<file path="config.mk">
export PLATFORM = sky130hd
export DESIGN_NAME = sat_bcp_top
export DESIGN_NICKNAME = d
export VERILOG_FILES = /design/src/sat_bcp_pkg.sv /design/src/clause_cell.sv /design/src/lit_array.sv /design/src/lit_cell.sv /design/src/sat_bcp_top.sv /design/src/terminal_cell.sv /design/src/var_store.sv
export SDC_FILE = /design/constraint.sdc
export NUM_CORES = 2
export LEC_CHECK = 0
export BUFFER_PORTS_ARGS = -buffer_cell sky130_fd_sc_hd__buf_4
export CAP_MARGIN = 0
export CELL_PAD_IN_SITES_DETAIL_PLACEMENT = 1
export CELL_PAD_IN_SITES_GLOBAL_PLACEMENT = 1
export CORE_MARGIN = 4
export CORE_UTILIZATION = 40
export CTS_BUF_LIST = sky130_fd_sc_hd__clkbuf_4 sky130_fd_sc_hd__clkbuf_8
export CTS_CLUSTER_SIZE = 25
export DETAILED_ROUTE_END_ITERATION = 10
export HOLD_SLACK_MARGIN = 0.12
export PLACE_DENSITY_LB_ADDON = 0.3
export SYNTH_ARGS = -nofsm -noshare
export SYNTH_HDL_FRONTEND = slang
export SYNTH_SLANG_ARGS = --single-unit
</file>
<file path="constraint.sdc">
create_clock -name clk -period 81.8 [get_ports clk]
set_clock_uncertainty 0.05 [all_clocks]
set_input_delay 24.54 -clock clk [delete_from_list [all_inputs] [get_ports clk]]
set_output_delay 24.54 -clock clk [all_outputs]
set_load 0.005 [all_outputs]
</file>
<file path="src/sat_bcp_pkg.sv">
package sat_bcp_pkg;

    // value of one variable as seen on the variable bus
    typedef enum logic [1:0] {
        V_FREE  = 2'd0,
        V_TRUE  = 2'd1,
        V_FALSE = 2'd2
    } val_e;

    // one bus entry; imp marks an implication of this pass, not yet committed
    typedef struct packed {
        val_e val;
        logic imp;
    } var_t;

    // content of one literal slot in a clause
    typedef enum logic [1:0] {
        L_NONE = 2'd0,
        L_POS  = 2'd1,
        L_NEG  = 2'd2
    } lit_e;

    localparam int WIDTH_LVL_D   = 16; // decision level width
    localparam int WIDTH_C_LEN_D = 4;  // clause length width
    localparam int NUM_VARS_D    = 8;
    localparam int NUM_CLAUSES_D = 4;

endpackage

</file>
<file path="src/clause_cell.sv">
`timescale 1ns/10ps

module clause_cell import sat_bcp_pkg::*; #(
    parameter int NUM_VARS    = NUM_VARS_D,
    parameter int WIDTH_LVL   = WIDTH_LVL_D,
    parameter int WIDTH_C_LEN = WIDTH_C_LEN_D
) (
    input  logic                                clk,
    input  logic                                rst,
    input  var_t [NUM_VARS-1:0]                 var_i,
    output var_t [NUM_VARS-1:0]                 var_o,
    input  logic [NUM_VARS-1:0][WIDTH_LVL-1:0] lvl_i,
    input  logic [WIDTH_LVL-1:0]                cur_lvl_i,
    input  logic [WIDTH_LVL-1:0]                chain_lvl_i,
    output logic [WIDTH_LVL-1:0]                chain_lvl_o,
    input  logic                                wr_i,
    input  logic                                rd_i,
    input  lit_e [NUM_VARS-1:0]                 clause_i,
    output lit_e [NUM_VARS-1:0]                 clause_o,
    input  logic [WIDTH_C_LEN-1:0]              clause_len_i,
    output logic [WIDTH_C_LEN-1:0]              clause_len_o,
    input  logic                                apply_impl_i,
    input  logic                                apply_bkt_i,
    input  logic [WIDTH_LVL-1:0]                bkt_target_i,
    output logic                                cclause_o,
    output logic                                sat_o
);

    lit_e [NUM_VARS-1:0]    lits;
    logic [1:0]             freelitcnt;
    logic                   clausesat;
    logic                   nonempty;
    logic                   imp_drv;
    logic [WIDTH_LVL-1:0]   max_lvl;
    logic [WIDTH_C_LEN-1:0] len_r;
    logic                   is_reason;
    logic [WIDTH_LVL-1:0]   reason_lvl;

    lit_array #(
        .NUM_VARS  (NUM_VARS),
        .WIDTH_LVL (WIDTH_LVL)
    ) lit_array_i (
        .clk          (clk),
        .rst          (rst),
        .wr_i         (wr_i),
        .lit_i        (clause_i),
        .lit_o        (lits),
        .var_i        (var_i),
        .var_o        (var_o),
        .lvl_i        (lvl_i),
        .imp_drv_i    (imp_drv),
        .freelitcnt_o (freelitcnt),
        .clausesat_o  (clausesat),
        .max_lvl_o    (max_lvl)
    );

    always_comb begin
        nonempty = 1'b0;
        for (int i = 0; i < NUM_VARS; i++) begin
            nonempty = nonempty | (lits[i] != L_NONE);
            clause_o[i] = rd_i ? lits[i] : L_NONE;
        end
    end

    terminal_cell #(
        .WIDTH_LVL (WIDTH_LVL)
    ) terminal_cell_i (
        .clausesat_i  (clausesat),
        .freelitcnt_i (freelitcnt),
        .nonempty_i   (nonempty),
        .max_lvl_i    (max_lvl),
        .chain_lvl_i  (chain_lvl_i),
        .imp_drv_o    (imp_drv),
        .cclause_o    (cclause_o),
        .chain_lvl_o  (chain_lvl_o)
    );

    always_ff @(posedge clk) begin
        if (!rst) begin
            len_r     <= '0;
            is_reason <= 1'b0;
        end else begin
            if (wr_i) begin
                len_r <= clause_len_i;
            end
            if (wr_i) begin
                is_reason <= 1'b0; // new clause implied nothing yet
            end else if (apply_bkt_i && bkt_target_i < reason_lvl) begin
                is_reason <= 1'b0; // implied variable is freed
            end else if (apply_impl_i && imp_drv) begin
                is_reason <= 1'b1;
            end
        end
    end

    always_ff @(posedge clk) begin
        if (apply_impl_i && imp_drv) begin
            reason_lvl <= cur_lvl_i;
        end
    end

    assign clause_len_o = is_reason ? '0 : len_r;
    assign sat_o        = clausesat || !nonempty;

endmodule

</file>
<file path="src/lit_array.sv">
`timescale 1ns/10ps

module lit_array import sat_bcp_pkg::*; #(
    parameter int NUM_VARS  = NUM_VARS_D,
    parameter int WIDTH_LVL = WIDTH_LVL_D
) (
    input  logic                                clk,
    input  logic                                rst,
    input  logic                                wr_i,
    input  lit_e [NUM_VARS-1:0]                 lit_i,
    output lit_e [NUM_VARS-1:0]                 lit_o,
    input  var_t [NUM_VARS-1:0]                 var_i,
    output var_t [NUM_VARS-1:0]                 var_o,
    input  logic [NUM_VARS-1:0][WIDTH_LVL-1:0] lvl_i,
    input  logic                                imp_drv_i,
    output logic [1:0]                          freelitcnt_o,
    output logic                                clausesat_o,
    output logic [WIDTH_LVL-1:0]                max_lvl_o
);

    lit_e [NUM_VARS-1:0]                 lit_r;
    logic [NUM_VARS-1:0]                 is_free;
    logic [NUM_VARS-1:0]                 is_sat;
    logic [NUM_VARS-1:0]                 is_false;
    logic [NUM_VARS-1:0][WIDTH_LVL-1:0] false_lvl;

    always_ff @(posedge clk) begin
        if (!rst) begin
            for (int i = 0; i < NUM_VARS; i++) begin
                lit_r[i] <= L_NONE; // empty clause
            end
        end else if (wr_i) begin
            lit_r <= lit_i;
        end
    end

    assign lit_o = lit_r;

    for (genvar i = 0; i < NUM_VARS; i++) begin : g_lit
        lit_cell #(
            .WIDTH_LVL (WIDTH_LVL)
        ) lit_cell_i (
            .var_i       (var_i[i]),
            .lvl_i       (lvl_i[i]),
            .lit_i       (lit_r[i]),
            .imp_drv_i   (imp_drv_i),
            .var_o       (var_o[i]),
            .is_free_o   (is_free[i]),
            .is_sat_o    (is_sat[i]),
            .is_false_o  (is_false[i]),
            .false_lvl_o (false_lvl[i])
        );
    end

    // only zero, one or more than one free literal matter to the terminal
    always_comb begin
        freelitcnt_o = 2'd0;
        clausesat_o  = 1'b0;
        max_lvl_o    = '0;
        for (int i = 0; i < NUM_VARS; i++) begin
            if (is_free[i] && freelitcnt_o != 2'd2) begin
                freelitcnt_o = freelitcnt_o + 2'd1;
            end
            clausesat_o = clausesat_o | is_sat[i];
            if (is_false[i] && false_lvl[i] > max_lvl_o) begin
                max_lvl_o = false_lvl[i];
            end
        end
    end

endmodule

</file>
<file path="src/lit_cell.sv">
`timescale 1ns/10ps

module lit_cell import sat_bcp_pkg::*; #(
    parameter int WIDTH_LVL = WIDTH_LVL_D
) (
    input  var_t                 var_i,
    input  logic [WIDTH_LVL-1:0] lvl_i,
    input  lit_e                 lit_i,
    input  logic                 imp_drv_i,
    output var_t                 var_o,
    output logic                 is_free_o,
    output logic                 is_sat_o,
    output logic                 is_false_o,
    output logic [WIDTH_LVL-1:0] false_lvl_o
);

    logic lit_pos;
    logic lit_neg;

    assign lit_pos = (lit_i == L_POS);
    assign lit_neg = (lit_i == L_NEG);

    assign is_free_o  = (lit_pos || lit_neg) && (var_i.val == V_FREE);
    assign is_sat_o   = (lit_pos && var_i.val == V_TRUE) || (lit_neg && var_i.val == V_FALSE);
    assign is_false_o = (lit_pos && var_i.val == V_FALSE) || (lit_neg && var_i.val == V_TRUE);

    assign false_lvl_o = is_false_o ? lvl_i : '0;

    // a unit clause writes its only free literal onto the bus
    always_comb begin
        var_o = var_i;
        if (imp_drv_i && is_free_o) begin
            var_o.val = lit_pos ? V_TRUE : V_FALSE;
            var_o.imp = 1'b1;
        end
    end

endmodule

</file>
<file path="src/sat_bcp_top.sv">
`timescale 1ns/10ps

module sat_bcp_top import sat_bcp_pkg::*; #(
    parameter int NUM_VARS    = NUM_VARS_D,
    parameter int NUM_CLAUSES = NUM_CLAUSES_D,
    parameter int WIDTH_LVL   = WIDTH_LVL_D,
    parameter int WIDTH_C_LEN = WIDTH_C_LEN_D
) (
    input  logic                                   clk,
    input  logic                                   rst,
    input  logic [NUM_CLAUSES-1:0]                 wr_i,
    input  logic [NUM_CLAUSES-1:0]                 rd_i,
    input  lit_e [NUM_VARS-1:0]                    clause_i,
    input  logic [WIDTH_C_LEN-1:0]                 clause_len_i,
    output lit_e [NUM_VARS-1:0]                    clause_o,
    output logic [NUM_CLAUSES-1:0][WIDTH_C_LEN-1:0] clause_len_o,
    input  logic                                   decide_i,
    input  logic [$clog2(NUM_VARS)-1:0]            dec_var_i,
    input  val_e                                   dec_val_i,
    input  logic                                   apply_impl_i,
    input  logic                                   apply_bkt_i,
    input  logic [WIDTH_LVL-1:0]                   bkt_target_i,
    output var_t [NUM_VARS-1:0]                    var_o,
    output logic [WIDTH_LVL-1:0]                   cur_lvl_o,
    output logic                                   conflict_o,
    output logic [WIDTH_LVL-1:0]                   bkt_lvl_o,
    output logic                                   all_sat_o
);

    var_t [NUM_CLAUSES:0][NUM_VARS-1:0]     var_chain;
    logic [NUM_CLAUSES:0][WIDTH_LVL-1:0]    lvl_chain;
    logic [NUM_VARS-1:0][WIDTH_LVL-1:0]     lvl_bus;
    logic [WIDTH_LVL-1:0]                   cur_lvl;
    lit_e [NUM_CLAUSES-1:0][NUM_VARS-1:0]   clause_rd;
    logic [NUM_CLAUSES-1:0]                 cclause;
    logic [NUM_CLAUSES-1:0]                 sat;
    logic [2*NUM_VARS-1:0]                  clause_bits;

    var_store #(
        .NUM_VARS  (NUM_VARS),
        .WIDTH_LVL (WIDTH_LVL)
    ) var_store_i (
        .clk          (clk),
        .rst          (rst),
        .var_i        (var_chain[NUM_CLAUSES]),
        .var_o        (var_chain[0]),
        .lvl_o        (lvl_bus),
        .cur_lvl_o    (cur_lvl),
        .decide_i     (decide_i),
        .dec_var_i    (dec_var_i),
        .dec_val_i    (dec_val_i),
        .apply_impl_i (apply_impl_i),
        .apply_bkt_i  (apply_bkt_i),
        .bkt_target_i (bkt_target_i)
    );

    assign lvl_chain[0] = '0;

    for (genvar k = 0; k < NUM_CLAUSES; k++) begin : g_clause
        clause_cell #(
            .NUM_VARS    (NUM_VARS),
            .WIDTH_LVL   (WIDTH_LVL),
            .WIDTH_C_LEN (WIDTH_C_LEN)
        ) clause_cell_i (
            .clk          (clk),
            .rst          (rst),
            .var_i        (var_chain[k]),
            .var_o        (var_chain[k+1]),
            .lvl_i        (lvl_bus),
            .cur_lvl_i    (cur_lvl),
            .chain_lvl_i  (lvl_chain[k]),
            .chain_lvl_o  (lvl_chain[k+1]),
            .wr_i         (wr_i[k]),
            .rd_i         (rd_i[k]),
            .clause_i     (clause_i),
            .clause_o     (clause_rd[k]),
            .clause_len_i (clause_len_i),
            .clause_len_o (clause_len_o[k]),
            .apply_impl_i (apply_impl_i),
            .apply_bkt_i  (apply_bkt_i),
            .bkt_target_i (bkt_target_i),
            .cclause_o    (cclause[k]),
            .sat_o        (sat[k])
        );
    end

    // unselected cells return zero, so the read bus is a plain OR
    always_comb begin
        clause_bits = '0;
        for (int k = 0; k < NUM_CLAUSES; k++) begin
            clause_bits = clause_bits | clause_rd[k];
        end
        for (int i = 0; i < NUM_VARS; i++) begin
            clause_o[i] = lit_e'(clause_bits[2*i +: 2]);
        end
    end

    assign var_o      = var_chain[NUM_CLAUSES];
    assign cur_lvl_o  = cur_lvl;
    assign bkt_lvl_o  = lvl_chain[NUM_CLAUSES];
    assign conflict_o = |cclause;
    assign all_sat_o  = &sat;

endmodule

</file>
<file path="src/terminal_cell.sv">
`timescale 1ns/10ps

module terminal_cell import sat_bcp_pkg::*; #(
    parameter int WIDTH_LVL = WIDTH_LVL_D
) (
    input  logic                 clausesat_i,
    input  logic [1:0]           freelitcnt_i,
    input  logic                 nonempty_i,
    input  logic [WIDTH_LVL-1:0] max_lvl_i,
    input  logic [WIDTH_LVL-1:0] chain_lvl_i,
    output logic                 imp_drv_o,
    output logic                 cclause_o,
    output logic [WIDTH_LVL-1:0] chain_lvl_o
);

    logic unit;
    logic conflict;

    // one free literal left and nothing satisfied yet
    assign unit = !clausesat_i && (freelitcnt_i == 2'd1);

    // every literal is false
    assign conflict = nonempty_i && !clausesat_i && (freelitcnt_i == 2'd0);

    assign imp_drv_o = unit;
    assign cclause_o = conflict;

    // backtrack level is the highest false level over all conflicting clauses
    always_comb begin
        chain_lvl_o = chain_lvl_i;
        if (conflict && max_lvl_i > chain_lvl_i) begin
            chain_lvl_o = max_lvl_i;
        end
    end

endmodule

</file>
<file path="src/var_store.sv">
`timescale 1ns/10ps

module var_store import sat_bcp_pkg::*; #(
    parameter int NUM_VARS  = NUM_VARS_D,
    parameter int WIDTH_LVL = WIDTH_LVL_D
) (
    input  logic                                clk,
    input  logic                                rst,
    input  var_t [NUM_VARS-1:0]                 var_i,
    output var_t [NUM_VARS-1:0]                 var_o,
    output logic [NUM_VARS-1:0][WIDTH_LVL-1:0] lvl_o,
    output logic [WIDTH_LVL-1:0]                cur_lvl_o,
    input  logic                                decide_i,
    input  logic [$clog2(NUM_VARS)-1:0]         dec_var_i,
    input  val_e                                dec_val_i,
    input  logic                                apply_impl_i,
    input  logic                                apply_bkt_i,
    input  logic [WIDTH_LVL-1:0]                bkt_target_i
);

    val_e [NUM_VARS-1:0]                 val_r;
    logic [NUM_VARS-1:0][WIDTH_LVL-1:0] lvl_r;
    logic [WIDTH_LVL-1:0]                cur_lvl;

    // backtrack over decide over implication
    always_ff @(posedge clk) begin
        if (!rst) begin
            cur_lvl <= '0;
            for (int i = 0; i < NUM_VARS; i++) begin
                val_r[i] <= V_FREE;
            end
        end else if (apply_bkt_i) begin
            cur_lvl <= bkt_target_i;
            for (int i = 0; i < NUM_VARS; i++) begin
                if (val_r[i] != V_FREE && lvl_r[i] > bkt_target_i) begin
                    val_r[i] <= V_FREE;
                end
            end
        end else if (decide_i) begin
            cur_lvl          <= cur_lvl + 1'b1;
            val_r[dec_var_i] <= dec_val_i;
        end else if (apply_impl_i) begin
            for (int i = 0; i < NUM_VARS; i++) begin
                if (var_i[i].imp) begin
                    val_r[i] <= var_i[i].val;
                end
            end
        end
    end

    always_ff @(posedge clk) begin
        if (!apply_bkt_i) begin
            if (decide_i) begin
                lvl_r[dec_var_i] <= cur_lvl + 1'b1; // new decision level
            end else if (apply_impl_i) begin
                for (int i = 0; i < NUM_VARS; i++) begin
                    if (var_i[i].imp) begin
                        lvl_r[i] <= cur_lvl;
                    end
                end
            end
        end
    end

    // a free variable can only be implied in this pass, so it reports the current level
    always_comb begin
        for (int i = 0; i < NUM_VARS; i++) begin
            var_o[i].val = val_r[i];
            var_o[i].imp = 1'b0;
            lvl_o[i]     = (val_r[i] == V_FREE) ? cur_lvl : lvl_r[i];
        end
    end

    assign cur_lvl_o = cur_lvl;

endmodule
</file>
==> flow_summary.json <==
{
  "grt_use_met2": 0.530,
  "cts-root-buf": "clkbuf_8",
  "arrival_ns": 46.35,
  "synth_top_family_by_area": "adder cells",
  "dpl_cell_area_mm2": 0.0472,
  "endpoint_kind": "primary output",
  "final_nets": 6329,
  "syn_area_mm2": 0.0436,
  "async_flop_share": 0,
  "first_pass_iters": 6,
  "drtIter0Drc": 4128,
  "ys_ff_latch": 308,
  "synthAdderAreaFrac": 0.232,
  "grt_util_all_layers": 0.342,
  "mostFrequentLayoutCells": "ha_1 (807), nor2_1 (726), o21ai_0 (379), buf_4 (348), nand2_1 (329)",
  "clk-insertion-delay-late_ns": 0.70,
  "crit_required_ns": 57.21,
  "grt_overflow": 0,
  "clkTransAtPathRegs_ns": 0.06,
  "postSynthNetCount": 6163,
  "synth_xor_xnor_area_share": 0.0164,
  "cts_buffer_depth": 3,
  "yosysTopAreaCell": "ha_1",
  "crit_path_frequent_cell": "ha_1",
  "ant_nets": 0,
  "vias": 43900,
  "grt_pass1_wl_um": 290000,
  "maxSlewViolCount": 0,
  "synthSimpleGateAreaFrac": 0.207,
  "cts_buffers": 53,
  "layout.cells.most_common": "ha_1",
  "ys_warn_count": 0,
  "grt_use_met1": 0.460,
  "routedWlPerCell_um": 29.1,
  "grt_pass1_vias": 43300,
  "critPathSlowestCell": "nand3b_1",
  "drive_gt1_frac": 0.159,
  "grtUsageMet3": 0.0651,
  "synth_edf_count": 192,
  "cts_tree": "done",
  "synthTopCellsByArea": "ha_1 (23%), edfxtp_1 (13%), mux2_2 (7.5%), mux2i_1 (6.4%), nor2_1 (6.3%)",
  "grt.busiest_layer": "met2",
  "tns_ns": 0,
  "max_slew_margin": 0.119,
  "fmax_mhz": 14.1,
  "drc": 0,
  "dieWidth_um": 338,
  "synth_top_area_share": 0.232,
  "cp_slowest_stage_delay_ns": 1.05,
  "finalWeightedCongestion": 1.01,
  "core_area_mm2": 0.108,
  "grt_max_degree": 76,
  "dieHeight_um": 338,
  "h-tree-depth": 2,
  "rows": 120,
  "synthCells": 5302,
  "numPortBuffers": 143,
  "crit_family": "compound AO/OA/AOI/OAI gates",
  "synth.distinct_cells": 110,
  "cts_resized": 0,
  "postCtsHoldBufs": 0,
  "syn2layout_area_growth_pct": 11.1,
  "start_util": 0.405,
  "clkSinkCount": 308,
  "maxCapViolations": 0,
  "status": "completed",
  "post-route-period-util": 0.867,
  "io_pins": 144,
  "synth_compound_area_frac": 0.174,
  "finalHoldViolCount": 0,
  "wl_um": 202000,
  "dp_hpwl_um": 161000,
  "yosysSeqAreaShare": 0.186,
  "setup_viol": 0,
  "pre_cts_ws_ns": 12.29,
  "critical_path.max_fanout": 41,
  "cp-start-kind": "flop",
  "final_area_mm2": 0.0484,
  "period_minus_slack_ns": 70.94,
  "post_cts_buffers": 0,
  "hp-class": "reg -> reg",
  "fin_ws_ns": 10.86,
  "synth_flop_cell": "edfxtp_1",
  "rsz0062_at_grt": "no",
  "drt-vias-per-instance": 6.35,
  "avgSynthCellArea_um2": 8.22,
  "antenna_found_initial": 9,
  "synth.area.mux_share": 0.140,
  "path_class": "reg -> out",
  "critPathBufInv": 19,
  "worst_slew_pin_slew_ns": 1.32,
  "dieArea_mm2": 0.114
}
==> layer usage <==
layer  wire [um]  share of wire
met1       87600           0.43
met2       86000           0.43
met3       17100          0.085
met4       10800          0.054
met5          72        0.00036
==> cell families after synthesis <==
| family | count (synthesis) |
|---|---|
| compound gates | 1206 |
| xor+xnor | 61 |
| fa+ha+maj | 807 |
| buf+inv | 505 |
| flops | 308 |
| mux | 571 |
| simple gates | 1844 |
==> final timing paths <==
kind	startpoint	endpoint	slack (ns)	depth (start not counted)
max	g_clause[0].clause_cell_i.lit_array_i.lit_o[2]	bkt_lvl_o[11]	10.86	202
min reg2reg	g_clause[1].clause_cell_i.len_r[2]	g_clause[1].clause_cell_i.len_r[2]	0.44	2
min	g_clause[1].clause_cell_i.len_r[2]	g_clause[1].clause_cell_i.len_r[2]	0.44	2
max reg2reg	g_clause[0].clause_cell_i.lit_array_i.lit_o[2]	var_store_i.var_o[8]	49.65	123
==> cell usage after synthesis, drive strengths merged, types with 11 or more instances <==
cell,count
ha,807
nor2,735
o21ai,403
nand2,329
mux2,289
mux2i,282
a21oi,275
inv,267
edfxtp,192
clkbuf,188
nor2b,154
nand4,144
nand2b,138
dfxtp,116
a21o,108
a31oi,91
nand3,56
buf,49
o21a,49
nor3,47
a22oi,46
xnor2,45
and3,44
or2,44
a211oi,36
nor4,29
or3,24
o31ai,21
a21boi,19
and4,19
o41ai,19
and3b,15
nand3b,14
nor3b,14
a31o,13
o22ai,12
o31a,12
xor2,12
a2111oi,11
==> worst min-delay path, delay by kind of cell, from the launching register on <==
family	cells	cell delay [ns]
and+or+nand+nor	1	0.07
muxes	1	0.06
DFF	1	0.32
==> stage by stage <==
step,std cells,utilization,hold WS [ns]
2_1_floorplan,5302,-,0.402
4_1_cts,6915,0.450,0.439
3_5_place_dp,6816,0.439,0.425
5_1_grt,6916,0.450,0.461
6_report,6917,0.450,0.436
3_3_place_gp,6816,0.439,0.415
==> state kept, by name, indices dropped and copies added (netlist names) <==
name	count
g_clause.clause_cell_i.is_reason	4
g_clause.clause_cell_i.len_r	16
var_store_i.var_o	16
var_store_i.lvl_r	128
g_clause.clause_cell_i.reason_lvl	64
g_clause.clause_cell_i.lit_array_i.lit_o	64
var_store_i.cur_lvl_o	16
==> layout make-up <==
class / count / area [um^2]
well taps: 1403 / 1760
inverters: 268 / 1010
flip-flops and latches: 308 / 8090
fillers: 12900 / 59200
multi-input cells: 4489 / 33800
diodes: 2 / 5.00
clock buffers: 83 / 1020
repair buffers: 348 / 2610
clock inverters: 16 / 156
Power is not shown: default switching activity piles up to over one toggle a cycle in this logic, so the estimate is an artifact.
